<file path="config.mk">
export PLATFORM = sky130hd
export DESIGN_NAME = controlUnit
export DESIGN_NICKNAME = d
export VERILOG_FILES = /design/src/ctrlPkg.sv /design/src/execDecoder.sv /design/src/sequenceDecoder.sv /design/src/decodeStage.sv /design/src/controlUnit.sv
export SDC_FILE = /design/constraint.sdc
export NUM_CORES = 1
export LEC_CHECK = 0
export BUFFER_PORTS_ARGS = -buffer_cell sky130_fd_sc_hd__buf_2
export CAP_MARGIN = 10
export CELL_PAD_IN_SITES_DETAIL_PLACEMENT = 1
export CELL_PAD_IN_SITES_GLOBAL_PLACEMENT = 1
export CORE_ASPECT_RATIO = 1.1
export CORE_UTILIZATION = 37
export CTS_BUF_LIST = sky130_fd_sc_hd__clkbuf_16
export DETAILED_ROUTE_END_ITERATION = 16
export GPL_TIMING_DRIVEN = 1
export PLACE_DENSITY_LB_ADDON = 0.2
export SLEW_MARGIN = 25
export SYNTH_ARGS = -nofsm -noshare
export SYNTH_HDL_FRONTEND = slang
export SYNTH_SLANG_ARGS = --single-unit
</file>
<file path="constraint.sdc">
create_clock -name clk -period 3.2 [get_ports clk]
set_clock_uncertainty 0.1 [all_clocks]
set_input_delay 0.16 -clock clk [delete_from_list [all_inputs] [get_ports clk]]
set_output_delay 0.16 -clock clk [all_outputs]
set_load 0.02 [all_outputs]
</file>
<file path="src/ctrlPkg.sv">
package ctrlPkg;

	localparam int opcodeWidth = 6;
	localparam int aluOpWidth = 5;

	// encodings fixed by the ISA
	typedef enum logic [opcodeWidth-1:0]
	{
		add = 6'd0,
		addi = 6'd1,
		sub = 6'd2,
		subi = 6'd3,
		mult = 6'd4,
		multi = 6'd5,
		div = 6'd6,
		divi = 6'd7,
		rdiv = 6'd8,
		opOr = 6'd9,
		opAnd = 6'd10,
		opNot = 6'd11,
		opXor = 6'd12,
		opNor = 6'd13,
		opNand = 6'd14,
		opXnor = 6'd15,
		opLt = 6'd16,
		jump = 6'd17,
		jumpR = 6'd18,
		jal = 6'd19,
		beq = 6'd20,
		bne = 6'd21,
		blt = 6'd22,
		lw = 6'd23,
		sw = 6'd24,
		mov = 6'd25,
		movi = 6'd26,
		mfhi = 6'd27,
		mflo = 6'd28,
		opIn = 6'd29,
		opOut = 6'd30,
		spc = 6'd38,
		fim = 6'd63
	} opcodeT;

	typedef enum logic [aluOpWidth-1:0]
	{
		aluAdd = 5'd0,
		aluSub = 5'd1,
		aluMul = 5'd2,
		aluDiv = 5'd3,
		aluRdiv = 5'd4,
		aluOr = 5'd5,
		aluAnd = 5'd6,
		aluNot = 5'd7,
		aluXor = 5'd8,
		aluNor = 5'd9,
		aluNand = 5'd10,
		aluXnor = 5'd11,
		aluLt = 5'd14 // 12 and 13 unused by the ALU
	} aluOpT;

	// write-back source mux select
	typedef enum logic [2:0]
	{
		srcHilo = 3'd0,
		srcAlu = 3'd1,
		srcReg = 3'd2,
		srcMem = 3'd3,
		srcInput = 3'd4,
		srcImm = 3'd5,
		srcPc = 3'd6
	} regSrcT;

	typedef enum logic [1:0]
	{
		ioNone = 2'd0,
		ioOut = 2'd1,
		ioIn = 2'd2
	} ioCtrlT;

endpackage

</file>
<file path="src/execDecoder.sv">
module execDecoder import ctrlPkg::*;
(
	input logic [opcodeWidth-1:0] opcode,
	output logic execKnown,
	output aluOpT execAluOp,
	output logic execUseImm,
	output logic execRegWrite,
	output regSrcT execRegSrc,
	output logic execMemWrite,
	output logic execHiloSel
);

	always_comb
	begin
		execKnown = 1'b0;
		execAluOp = aluAdd;
		execUseImm = 1'b0;
		execRegWrite = 1'b0;
		execRegSrc = srcHilo;
		execMemWrite = 1'b0;
		execHiloSel = 1'b0;

		case (opcode)
			add, addi, sub, subi, mult, multi, div, divi, rdiv,
			opOr, opAnd, opNot, opXor, opNor, opNand, opXnor, opLt:
			begin
				execKnown = 1'b1;
				execRegWrite = 1'b1;
				execRegSrc = srcAlu;
				case (opcode)
					sub, subi: execAluOp = aluSub;
					mult, multi: execAluOp = aluMul;
					div, divi: execAluOp = aluDiv;
					rdiv: execAluOp = aluRdiv;
					opOr: execAluOp = aluOr;
					opAnd: execAluOp = aluAnd;
					opNot: execAluOp = aluNot;
					opXor: execAluOp = aluXor;
					opNor: execAluOp = aluNor;
					opNand: execAluOp = aluNand;
					opXnor: execAluOp = aluXnor;
					opLt: execAluOp = aluLt;
					default: execAluOp = aluAdd; // add, addi
				endcase
				execUseImm = (opcode == addi) || (opcode == subi) ||
					(opcode == multi) || (opcode == divi);
			end
			beq, bne:
			begin
				execKnown = 1'b1;
				execAluOp = aluSub; // compare by subtraction
			end
			blt:
			begin
				execKnown = 1'b1;
				execAluOp = aluLt;
			end
			lw:
			begin
				execKnown = 1'b1;
				execUseImm = 1'b1;
				execRegWrite = 1'b1;
				execRegSrc = srcMem;
				execAluOp = aluMul;
			end
			sw:
			begin
				execKnown = 1'b1;
				execUseImm = 1'b1;
				execMemWrite = 1'b1;
				execAluOp = aluMul;
			end
			mov, movi:
			begin
				execKnown = 1'b1;
				execRegWrite = 1'b1;
				execRegSrc = (opcode == movi) ? srcImm : srcReg;
			end
			mfhi, mflo:
			begin
				execKnown = 1'b1;
				execRegWrite = 1'b1;
				execHiloSel = (opcode == mfhi); // 1 picks HI
			end
			opIn:
			begin
				execKnown = 1'b1;
				execRegWrite = 1'b1;
				execRegSrc = srcInput;
				execAluOp = aluMul;
			end
			opOut:
			begin
				execKnown = 1'b1;
				execUseImm = 1'b1;
				execAluOp = aluMul;
			end
			default:
			begin
				execKnown = 1'b0; // flow-only or unknown opcode
			end
		endcase
	end

endmodule

</file>
<file path="src/sequenceDecoder.sv">
module sequenceDecoder import ctrlPkg::*;
(
	input logic [opcodeWidth-1:0] opcode,
	output logic seqKnown,
	output logic seqJump,
	output logic seqJumpReg,
	output logic seqLink,
	output logic seqBranch,
	output logic seqBranchNe,
	output ioCtrlT seqIo,
	output logic seqIoWait,
	output logic seqEnd
);

	always_comb
	begin
		seqKnown = 1'b0;
		seqJump = 1'b0;
		seqJumpReg = 1'b0;
		seqLink = 1'b0;
		seqBranch = 1'b0;
		seqBranchNe = 1'b0;
		seqIo = ioNone;
		seqIoWait = 1'b0;
		seqEnd = 1'b0;

		case (opcode)
			jump, jumpR, jal:
			begin
				seqKnown = 1'b1;
				seqJump = 1'b1;
				seqJumpReg = (opcode == jumpR); // target from register
				seqLink = (opcode == jal);
			end
			spc:
			begin
				seqKnown = 1'b1;
				seqLink = 1'b1; // saves pc without jumping
			end
			beq, bne, blt:
			begin
				seqKnown = 1'b1;
				seqBranch = 1'b1;
				seqBranchNe = (opcode != beq); // blt shares the bne sense
			end
			opIn:
			begin
				seqKnown = 1'b1;
				seqIo = ioIn;
				seqIoWait = 1'b1; // stall until input arrives
			end
			opOut:
			begin
				seqKnown = 1'b1;
				seqIo = ioOut;
			end
			fim:
			begin
				seqKnown = 1'b1;
				seqEnd = 1'b1;
			end
			default:
			begin
				seqKnown = 1'b0;
			end
		endcase
	end

endmodule

</file>
<file path="src/decodeStage.sv">
module decodeStage import ctrlPkg::*;
(
	input logic clk,
	input logic rstN,
	input logic execKnown,
	input aluOpT execAluOp,
	input logic execUseImm,
	input logic execRegWrite,
	input regSrcT execRegSrc,
	input logic execMemWrite,
	input logic execHiloSel,
	input logic seqKnown,
	input logic seqJump,
	input logic seqJumpReg,
	input logic seqLink,
	input logic seqBranch,
	input logic seqBranchNe,
	input ioCtrlT seqIo,
	input logic seqIoWait,
	input logic seqEnd,
	output aluOpT aluOp,
	output logic useImm,
	output logic regWrite,
	output regSrcT regSrc,
	output logic memWrite,
	output logic hiloSel,
	output logic jump,
	output logic jumpReg,
	output logic link,
	output logic branch,
	output logic branchNe,
	output ioCtrlT io,
	output logic ioWait,
	output logic endProcess,
	output logic illegalOp
);

	logic legal;
	logic nextRegWrite;
	regSrcT nextRegSrc;

	assign legal = execKnown || seqKnown;
	assign nextRegWrite = execRegWrite || seqLink; // link writes the return address
	assign nextRegSrc = seqLink ? srcPc : execRegSrc;

	always_ff @(posedge clk)
	begin
		if (!rstN || !legal)
		begin
			aluOp <= aluAdd;
			useImm <= 1'b0;
			regWrite <= 1'b0;
			regSrc <= srcHilo;
			memWrite <= 1'b0;
			hiloSel <= 1'b0;
			jump <= 1'b0;
			jumpReg <= 1'b0;
			link <= 1'b0;
			branch <= 1'b0;
			branchNe <= 1'b0;
			io <= ioNone;
			ioWait <= 1'b0;
			endProcess <= 1'b0;
			illegalOp <= rstN; // flagged only outside reset
		end
		else
		begin
			aluOp <= execAluOp;
			useImm <= execUseImm;
			regWrite <= nextRegWrite;
			regSrc <= nextRegSrc;
			memWrite <= execMemWrite;
			hiloSel <= execHiloSel;
			jump <= seqJump;
			jumpReg <= seqJumpReg;
			link <= seqLink;
			branch <= seqBranch;
			branchNe <= seqBranchNe;
			io <= seqIo;
			ioWait <= seqIoWait;
			endProcess <= seqEnd;
			illegalOp <= 1'b0;
		end
	end

endmodule

</file>
<file path="src/controlUnit.sv">
module controlUnit import ctrlPkg::*;
(
	input logic clk,
	input logic rstN,
	input logic [opcodeWidth-1:0] opcode,
	output aluOpT aluOp,
	output logic useImm,
	output logic regWrite,
	output regSrcT regSrc,
	output logic memWrite,
	output logic hiloSel,
	output logic jump,
	output logic jumpReg,
	output logic link,
	output logic branch,
	output logic branchNe,
	output ioCtrlT io,
	output logic ioWait,
	output logic endProcess,
	output logic illegalOp
);

	logic execKnown;
	aluOpT execAluOp;
	logic execUseImm;
	logic execRegWrite;
	regSrcT execRegSrc;
	logic execMemWrite;
	logic execHiloSel;
	logic seqKnown;
	logic seqJump;
	logic seqJumpReg;
	logic seqLink;
	logic seqBranch;
	logic seqBranchNe;
	ioCtrlT seqIo;
	logic seqIoWait;
	logic seqEnd;

	execDecoder execDec
	(
		.opcode(opcode),
		.execKnown(execKnown),
		.execAluOp(execAluOp),
		.execUseImm(execUseImm),
		.execRegWrite(execRegWrite),
		.execRegSrc(execRegSrc),
		.execMemWrite(execMemWrite),
		.execHiloSel(execHiloSel)
	);

	sequenceDecoder seqDec
	(
		.opcode(opcode),
		.seqKnown(seqKnown),
		.seqJump(seqJump),
		.seqJumpReg(seqJumpReg),
		.seqLink(seqLink),
		.seqBranch(seqBranch),
		.seqBranchNe(seqBranchNe),
		.seqIo(seqIo),
		.seqIoWait(seqIoWait),
		.seqEnd(seqEnd)
	);

	decodeStage stage
	(
		.clk(clk),
		.rstN(rstN),
		.execKnown(execKnown),
		.execAluOp(execAluOp),
		.execUseImm(execUseImm),
		.execRegWrite(execRegWrite),
		.execRegSrc(execRegSrc),
		.execMemWrite(execMemWrite),
		.execHiloSel(execHiloSel),
		.seqKnown(seqKnown),
		.seqJump(seqJump),
		.seqJumpReg(seqJumpReg),
		.seqLink(seqLink),
		.seqBranch(seqBranch),
		.seqBranchNe(seqBranchNe),
		.seqIo(seqIo),
		.seqIoWait(seqIoWait),
		.seqEnd(seqEnd),
		.aluOp(aluOp),
		.useImm(useImm),
		.regWrite(regWrite),
		.regSrc(regSrc),
		.memWrite(memWrite),
		.hiloSel(hiloSel),
		.jump(jump),
		.jumpReg(jumpReg),
		.link(link),
		.branch(branch),
		.branchNe(branchNe),
		.io(io),
		.ioWait(ioWait),
		.endProcess(endProcess),
		.illegalOp(illegalOp)
	);

endmodule

</file>
Yosys cells after proc, flatten, opt, wreduce, memory -nomap -nowiden:

Memory sizes are Yosys's and may differ from the RTL's.
Index checks and enable logic that the tools add are counted.

* equality and inequality tests: 33
* mux-type cells: 16
* bitwise logic cells: 3
* reductions and logical operators: 24

Operator list (count)
* 6-bit by 5-bit equality test with 1-bit output (second input constant): 15
* 6-bit by 4-bit equality test with 1-bit output (second input constant): 8
* 28-bit OR reduction: 1
* 6-bit by 3-bit equality test with 1-bit output (second input constant): 4
* 23-bit OR reduction: 1
* 5-bit case mux with 4 select lines: 1
* 17-bit OR reduction: 1
* 2-bit OR reduction: 7
* 6-bit by 2-bit equality test with 1-bit output (second input constant): 2
* 6-bit equality test (second input constant): 2
* 3-bit case mux with 4 select lines: 1
* 10-bit OR reduction: 1
* 3-bit OR reduction: 3
* 1-bit 2-to-1 mux: 8
* 6-bit by 1-bit equality test with 1-bit output (second input constant): 1
* 6-bit logical NOT: 1
* 1-bit logical OR: 6
* 3-bit 2-to-1 mux: 2
* 6-bit by 5-bit != test with 1-bit output (second input constant): 1
* 5-bit 2-to-1 mux: 1
* 1-bit case mux with 2 select lines: 2
* 2-bit case mux with 2 select lines: 1
* 4-bit OR reduction: 1
* 1-bit inverter: 3
* 1-bit logical NOT: 2

* register bits: 22
* ROM bits: 128
* input port bits: 8
* output and inout port bits: 22
* memories kept: 1

Memories
* (name not given): words 32, bits a word 4, read ports 1, clocked after Yosys merged registers in 0, wr ports 0, RTL line execDecoder.sv:30 `case (opcode)`

Logic depth before layout (Yosys ltp):

Gate-level depths: netlist (run 1).

* word-level depth: 7
* mapped depth: 5
* gate-level depth less buffers: 4

By module:

Synthesis (run 1) repeated with hierarchy kept, for this count alone.

* cell total of the unflattened synthesis: 146
* area, all modules: 1233.7 um^2

Modules (own cells, without submodules)
* decodeStage: instances 1, cells an instance 47, area an instance 659.4 um^2, sequential area each 440.4 um^2
* execDecoder: instances 1, cells an instance 65, area an instance 379.1 um^2, sequential area each 0.0 um^2
* sequenceDecoder: instances 1, cells an instance 34, area an instance 195.2 um^2, sequential area each 0.0 um^2

Least setup slack after synthesis (run 1):

OpenSTA, ideal clock, no wires.

* path type: input to register
* start point: input port opcode[3]
* end point: register stage.useImm
* library setup time: 123 ps
* arrival time: 913 ps
* required time: 2977 ps
* setup slack: 2063 ps
* cell stages on the path: 5
* buffers on the path: 2
* path through: buf_2 buf_2 nor2_1 a221oi_1 nor2_1

* cells in the longest elaborated chain, start to end: 6

RTL lines
* start: declaration: RTL line controlUnit.sv:5 `input logic [opcodeWidth-1:0] opcode,`
* 6-bit by 2-bit equality test with 1-bit output (tied with other cells): RTL line execDecoder.sv:23 `case (opcode)`
* 28-bit OR reduction (no source line) / 10-bit OR reduction (equally long branches)
* 1-bit 2-to-1 mux (on tied branches): RTL line execDecoder.sv:23, sequenceDecoder.sv:27
* 1-bit logical OR: RTL line decodeStage.sv:42 `assign legal = execKnown || seqKnown;`
* 1-bit logical NOT: RTL line decodeStage.sv:48 `if (!rstN || !legal)`
* 1-bit logical OR: RTL line decodeStage.sv:48
* end signal: assignment: RTL line decodeStage.sv:69 `useImm <= execUseImm;`
* end: declaration: RTL line decodeStage.sv:22 `output logic useImm,`

Several ways; a longest one is shown, not always the timed one.
A chain may end at the register's enable or synchronous reset.

Final worst setup path (run 1):

* start point: input port opcode[0]
* end point: register stage.regWrite

* cells in the longest elaborated chain, start to end: 6

RTL lines
* 6-bit by 2-bit equality test with 1-bit output (tied with other cells): RTL line execDecoder.sv:23
* 28-bit OR reduction (no source line) / 10-bit OR reduction (equally long branches)
* 1-bit 2-to-1 mux (on tied branches): RTL line execDecoder.sv:23, sequenceDecoder.sv:27
* 1-bit logical OR: RTL line decodeStage.sv:42
* 1-bit logical NOT: RTL line decodeStage.sv:48
* 1-bit logical OR: RTL line decodeStage.sv:48
* end signal: assignment: RTL line decodeStage.sv:70 `regWrite <= nextRegWrite;`
* end: declaration: RTL line decodeStage.sv:23 `output logic regWrite,`

Several ways; a longest one is shown, not always the timed one.

==> summary.txt, run 1 <==
Finish
  • Fraction of layout instances using a drive strength above 1: 0.254
  • Diodes inserted: 0
  • Number of standard cells in the layout, taps in and fillers out: 168
  • Layout Nets: around 150
  • Filler cell count in the final layout: between 300 and 400
  • Synthesis-to-finish area growth: 22.2%

Routing
  • Detailed-route wire length: between 2 and 2.5 mm
  • TritonRoute pass-1 iters: 4
  • Number of routed nets with antenna violations: 0
  • Remaining routing DRC violations: 0
  • DRC violation total after the first TritonRoute iteration: 16
  • WL met3: ~80 um
  • Routed via count: ~900
  • WL met2: 1.17 mm
  • Via count normalized by instance count: around 5.2
  • Average wire per cell in the routed design: between 10 and 15 um
  • Highest metal layer used by the detailed router: met4
  • Detailed-routing wirelength on met1: 1.16 mm

Synthesis
  • Count of synthesis-stage warnings from yosys: 0
  • Register area share after synthesis: 0.427
  • Top post-synthesis cells by count: dfxtp_1, nor2_1, nand2_1, a21oi_1, nor2b_1
  • Proportion of netlist area held by the largest area contributor: 0.427
  • Main area contributors after synthesis: dfxtp_1, nor2_1, nor2b_1, a21oi_1, nand2_1
  • Summed instance area of the synthesized netlist: between 900 and 1000 sq um
  • Post-Syn Nets: around 120
  • Cell with the most instances after synthesis: dfxtp_1
  • Leading area contributor after synthesis: dfxtp_1
  • Mean instance size in the synthesized netlist: around 8.1 sq um
  • Number of distinct library cell variants in the gate-level netlist after synthesis: 38
  • Number of standard cells after synthesis: 115
  • Most used flip-flop cell after synthesis: dfxtp_1
  • Async SR Flop Fraction: 0
  • Synthesis-stage register bit count: 20
  • Number of enable flip-flop cells after synthesis: 0

Pwr
  • Portion of total power attributed to sequential cells: 0.431
  • Combinational power share: 0.131
  • Worst IR Drop VDD: roughly 270 uV
  • Net Sw Power: 147 uW
  • Portion of total power attributed to the clock network: 0.438
  • Total Power: approximately 590 uW
  • Areal power density over the cells: about 520 nW/um^2
  • Total internal power: roughly 450 uW
  • Static Leakage: approximately 0.00050 uW
  • Share of total power consumed by net switching: 0.248

Clock network
  • Cts bufs inserted: 3
  • Maximum level of the CTS H-tree: 1
  • Deepest clock path buffer count: 2
  • Number of gates resized after cts: 0
  • Post-CTS Setup Bufs: 0
  • CTS tree: built
  • Hold-fix buffers, CTS: 0
  • Clock sink count: 20
  • CTS root buffer: clkbuf_16
  • Clock-pin slew of the registers on the worst-case setup and hold paths: ~0.060 ns

Floorplanning
  • Io pins: 30
  • Floorplan die width: between 40 and 50 um
  • Starting Density: 0.404
  • Std-Cell Core Area: 2320 sq um
  • Die Area: between 2000 and 3000 sq um
  • FP Rows: 18
  • Die span in y: about 55 um

Worst hold path
  • Hold/Removal Path Class: in -> reg

Setup path
  • Cell family with the largest share of critical-path delay: compound AO/OA/AOI/OAI gates
  • Startpoint-to-endpoint class of the critical path: in -> reg
  • Element type at the critical path start: primary input
  • Critical path launch point: opcode[0]
  • Data arrival at the endpoint of the critical path: roughly 1.5 ns
  • Worst path depth: 5
  • Worst path slowest cell: o21bai_2
  • CP max FO: 23
  • CP required: 3.24 ns
  • Delay of the slowest cell on the worst path: roughly 0.35 ns
  • Number of buffers and inverters on the critical path: 1
  • Critical path endpoint: stage.regWrite$_SDFF_PP0_
  • Worst path cell trace: buf_2, nand3_1, o21bai_2, a21boi_1, nor3_2
  • Crit path capture type: flop

STA
  • Endpoints failing setup: 0
  • Final-report hold violation count: 0
  • Total count of max-transition violations in the final report: 0
  • Crit share post-route: 0.457
  • Setup repair after global routing missed its margin: false
  • Slack of the critical path: 1.74 ns
  • Post-route setup TNS: 0 ns
  • Time the final worst path needs with I/O delays and setup: around 1.5 ns
  • Peak clock frequency supported by timing: 0.684 GHz

GRT
  • Sum of overflow across all layers after global routing: 0
  • Number of global-route vias before repair: around 800
  • Largest net degree at the start of global routing: 24
  • First-pass GRT wire length: 3.86 mm
  • Antenna violations before repair: 0
  • GRT Overall Usage: 0.194

Job
  • Max Cap Viol: 0

Place
  • # port buffers: 28
  • RD Place Congestion: between 0.7 and 0.8
  • Number of instances in the placed design: approximately 160
  • Detailed-placement wirelength estimate: about 1.6 mm
  • Worst setup slack after placement: between 1 and 1.5 ns

Status
  • Status: complete, no violations
-- final cells by class --
class / instances / area, sq um / area share
Inverter: 2 / 7.51 / 0.00656
Clock inverter: 1 / 3.75 / 0.00328
Tap cell: 30 / 37.5 / 0.0328
Sequential cell: 20 / 400 / 0.350
Timing Repair Buffer: 28 / 140 / 0.122
Clock buffer: 3 / 75.1 / 0.0656
Multi-Input combinational cell: 84 / 480 / 0.420
-- routing by layer --
layer | global-route usage | vias up
met5 | 0 | -
met3 | 0.0333 | 4
met4 | 0.100 | 0
met1 | 0.235 | 412
li1 | - | 445
met2 | 0.333 | 18
-- state kept, by name, indices dropped and copies added, names as in the netlist --
| signal | cells |
|---|---|
| stage.endProcess | 1 |
| stage.hiloSel | 1 |
| stage.aluOp | 4 |
| stage.io | 2 |
| stage.link | 1 |
| stage.useImm | 1 |
| stage.memWrite | 1 |
| stage.branch | 1 |
| stage.regWrite | 1 |
| stage.jumpReg | 1 |
| stage.illegalOp | 1 |
| stage.branchNe | 1 |
| stage.regSrc | 3 |
| stage.jump | 1 |
-- how the worst min path moves through the flow --
stage	from	to	slack [ns]	depth (start not counted)
final	rstN	stage.endProcess$_SDFF_PP0_	0.07	3
after global routing	rstN	stage.endProcess$_SDFF_PP0_	0.10	3
after CTS	rstN	stage.endProcess$_SDFF_PP0_	0.08	3
after detailed placement	rstN	stage.endProcess$_SDFF_PP0_	0.34	3
after global placement	rstN	stage.endProcess$_SDFF_PP0_	0.34	3
after floorplan	opcode[5]	stage.endProcess$_SDFF_PP0_	0.18	2
-- metrics by stage --
| step | area, sq um | util | hold slack, ns |
|---|---|---|---|
| final | 1140 | 0.494 | 0.0746 |
| after global routing | 1140 | 0.494 | 0.101 |
| after CTS | 1140 | 0.494 | 0.0750 |
| after detailed placement | 1070 | 0.460 | 0.345 |
| after global placement | 1070 | 0.460 | 0.344 |
| after floorplan | 937 | - | 0.178 |
-- cell usage in the layout (no fill, tap or decap), types with 3 or more instances in the layout --
cell / synthesis / routed
buf_2: 6 / 28
dfxtp_1: 20 / 20
nor2_1: 13 / 13
nand2_1: 9 / 9
a21oi_1: 8 / 8
nor2b_1: 7 / 7
nor3_1: 5 / 5
nand3_1: 4 / 4
o21ai_0: 4 / 4
xnor2_1: 3 / 3
clkbuf_16: 0 / 3
-- worst min-delay path: stages --
cell,delay [ns]
buf_2,0.12
nand2_1,0.06
nor3_1,0.04
-- kinds of logic after synthesis --
| group | count (synthesis) | share of synthesized area |
|---|---|---|
| flip-flops | 20 | 0.427 |
| AND/OR/NAND/NOR | 53 | 0.291 |
| other | 1 | 0.00400 |
| AO/OA/AOI/OAI | 27 | 0.190 |
| buffers and inverters | 11 | 0.0601 |
| XOR/XNOR | 3 | 0.0280 |
-- power by group through the flow --
stage / combinational [uW] / clock (uW) / sequential, uW
after global placement: 75.0 / 0 / 261
after floorplan: 48.5 / 0 / 268
after global routing: 85.7 / 274 / 256
final: 78.0 / 260 / 256
after detailed placement: 76.5 / 0 / 261
after CTS: 78.1 / 264 / 256
No activity file was read; power rests on OpenSTA's default activity.
==> run 2, diff against run 1 <==
CORE_UTILIZATION = 35   (was 37)
clock period = 1.4 ns   (was 3.2 ns; I/O delays follow)
==> summary.txt, run 2 (same netlist as run 1, synthesis figures left out) <==
Routing
  • TritonRoute pass-1 iters: 4 (unchanged)
  • DRC violation total after the first TritonRoute iteration: 17 (+1)
  • Detailed-route wire length: 2.58 mm (+5.2%)
  • Average wire per cell in the routed design: 14.2 um (-2.3%)
  • Remaining routing DRC violations: 0 (unchanged)
  • Number of routed nets with antenna violations: 0 (unchanged)
  • Routed via count: 941 (+7.1%)
  • Via count normalized by instance count: 5.20 (-0.64%)

Floorplanning
  • Floorplan die width: 51.3 um (+2.7%)
  • Die Area: 2890 sq um (+5.5%)
  • Starting Density: 0.372 (-0.0321)
  • Io pins: 30 (unchanged)
  • Std-Cell Core Area: 2520 sq um (+8.6%)
  • FP Rows: 19 (+1)
  • Die span in y: 56.3 um (+2.7%)

STA
  • Post-route setup TNS: 0 ns (unchanged)
  • Setup repair after global routing missed its margin: false
  • Crit share post-route: 0.933
  • Endpoints failing setup: 0 (unchanged)
  • Time the final worst path needs with I/O delays and setup: approximately 1.3 ns
  • Total count of max-transition violations in the final report: 0 (unchanged)
  • Peak clock frequency supported by timing: 0.766 GHz
  • Slack of the critical path: 0.0941 ns (-1.64 ns)
  • Final-report hold violation count: 0 (unchanged)

GRT
  • Largest net degree at the start of global routing: 16 (-33%)
  • GRT Overall Usage: 0.201 (+0.00631)
  • GR Util met1: 0.265 (+0.0297)
  • Antenna violations before repair: 0 (unchanged)
  • Number of global-route vias before repair: 934 (+13%)
  • GR met3 Demand/Resource: 0.0325 (-0.000813)
  • Sum of overflow across all layers after global routing: 0 (unchanged)
  • First-pass GRT wire length: 4.32 mm (+12%)
  • Met2 global-route usage: 0.327 (-0.00627)
  • Gr busiest metal: met2

Finish
  • Largest registers ranked by flip-flop count: stage.aluOp x4, stage.regSrc x3, stage.io x2
  • Filler cell count in the final layout: 335 (+9.8%)
  • Commonest cells after routing, fill and taps aside: buf_2, dfxtp_1, nor2_1
  • Diodes inserted: 0 (unchanged)
  • Commonest non-fill, non-tap cell in the layout: buf_2
  • Fraction of layout instances using a drive strength above 1: 0.313 (+0.0597)
  • Synthesis-to-finish area growth: 35.0%
  • Number of standard cells in the layout, taps in and fillers out: 181 (+7.7%)
  • Max FFs per register: 4 (unchanged)
  • Layout Nets: 159 (+8.2%)
  • Largest register by flop count: stage.aluOp

Place
  • # port buffers: 28 (unchanged)
  • Detailed-placement wirelength estimate: 1.88 mm (+15%)
  • Number of instances in the placed design: 176 (+7.3%)
  • Worst setup slack after placement: 0.117 ns (-1.37 ns)
  • RD Place Congestion: 0.822 (+3.7%)

Pwr
  • Combinational power share: 0.131 (about the same)
  • Static Leakage: 0.000570 uW (+14%)
  • Share of total power consumed by net switching: 0.222 (-0.0254)
  • Portion of total power attributed to sequential cells: 0.369 (-0.062)
  • Net Sw Power: 351 uW (+140%)
  • Portion of total power attributed to the clock network: 0.500 (+0.062)
  • Worst IR Drop VDD: 692 uV (+160%)
  • Total internal power: 1230 uW (+180%)
  • Areal power density over the cells: 1250 nW/um^2 (+140%)

Setup path
  • Number of buffers and inverters on the critical path: 2 (+1)
  • Cell family with the largest share of critical-path delay: buffers and inverters
  • Crit path capture type: flop
  • Delay of the slowest cell on the worst path: 0.53 ns (+0.18 ns)
  • Worst path cell trace: dlygate4sd3_1, buf_2, nand2b_1, o21bai_2, a21boi_1, nor3_2
  • Element type at the critical path start: primary input
  • Startpoint-to-endpoint class of the critical path: in -> reg
  • Data arrival at the endpoint of the critical path: 1.34 ns (-0.16 ns)
  • CP required: 1.44 ns (-1.80 ns)
  • Worst path slowest cell: dlygate4sd3_1
  • CP max FO: 5 (-78%)

Clock network
  • Post-CTS Setup Bufs: 0 (unchanged)
  • Deepest clock path buffer count: 2 (unchanged)
  • Cts bufs inserted: 3 (unchanged)
  • CTS root buffer: clkbuf_16
  • Clock sink count: 20 (unchanged)
  • Number of gates resized after cts: 0 (unchanged)
  • Clock-pin slew of the registers on the worst-case setup and hold paths: 0.06 ns (about the same)
  • Maximum level of the CTS H-tree: 1 (unchanged)
  • CTS tree: built
  • Hold-fix buffers, CTS: 1 (+1)

Status
  • Status: complete, no violations

Worst hold path
  • Beginning of the worst hold path: opcode[5]
  • Hold path cells: 3 (unchanged)
  • Worst hold path endpoint: stage.endProcess$_SDFF_PP0_
  • Hold/Removal Path Class: in -> reg

Job
  • Max Cap Viol: 0 (unchanged)
==> run 2: metal layers <==
| layer | up-vias | routed length (um) |
|---|---|---|
| li1 | 468 | - |
| met1 | 444 | 1150 |
| met2 | 24 | 1320 |
| met3 | 5 | 80 |
| met4 | 0 | 35 |
| met5 | - | 0 |
==> run 2: how the worst max path moves through the flow <==
| stage | from | endpoint | slack [ns] | cells after the start |
|---|---|---|---|---|
| floorplan | opcode[3] | stage.useImm$_SDFF_PP0_ | 0.35 | 5 |
| global placement | opcode[1] | stage.aluOp[0]$_SDFF_PP0_ | 0.16 | 6 |
| detailed placement | opcode[1] | stage.regWrite$_SDFF_PP0_ | 0.12 | 5 |
| CTS | rstN | stage.regWrite$_SDFF_PP0_ | 0.06 | 6 |
| global route | rstN | stage.regWrite$_SDFF_PP0_ | 0.03 | 6 |
| finish | rstN | stage.regWrite$_SDFF_PP0_ | 0.09 | 6 |
==> run 2: area by class of cell <==
cell class	instances	area [sq um]	share of cell area
multi-input cells	84	480	0.380
clock buffers	3	75.1	0.0593
inverters	2	7.51	0.00593
repair buffers	40	233	0.184
well taps	31	38.8	0.0307
clock inverters	1	30.0	0.0237
flip-flops and latches	20	400	0.317
==> run 2: power groups by stage <==
stage | Clock [uW] | Sequential [uW] | Combinational, uW
finish | 790 | 584 | 207
global route | 827 | 585 | 225
CTS | 801 | 584 | 207
detailed placement | 0 | 597 | 202
global placement | 0 | 597 | 196
floorplan | 0 | 614 | 111
==> run 2: through the flow <==
step,utilization,hold WS (ns),power [uW],area [sq um]
final,0.502,0.0132,1580,1260
after global routing,0.502,0.0276,1640,1260
after CTS,0.502,0.00862,1590,1260
after detailed placement,0.456,0.258,799,1150
after global placement,0.456,0.250,793,1150
after floorplan,-,0.0883,724,937
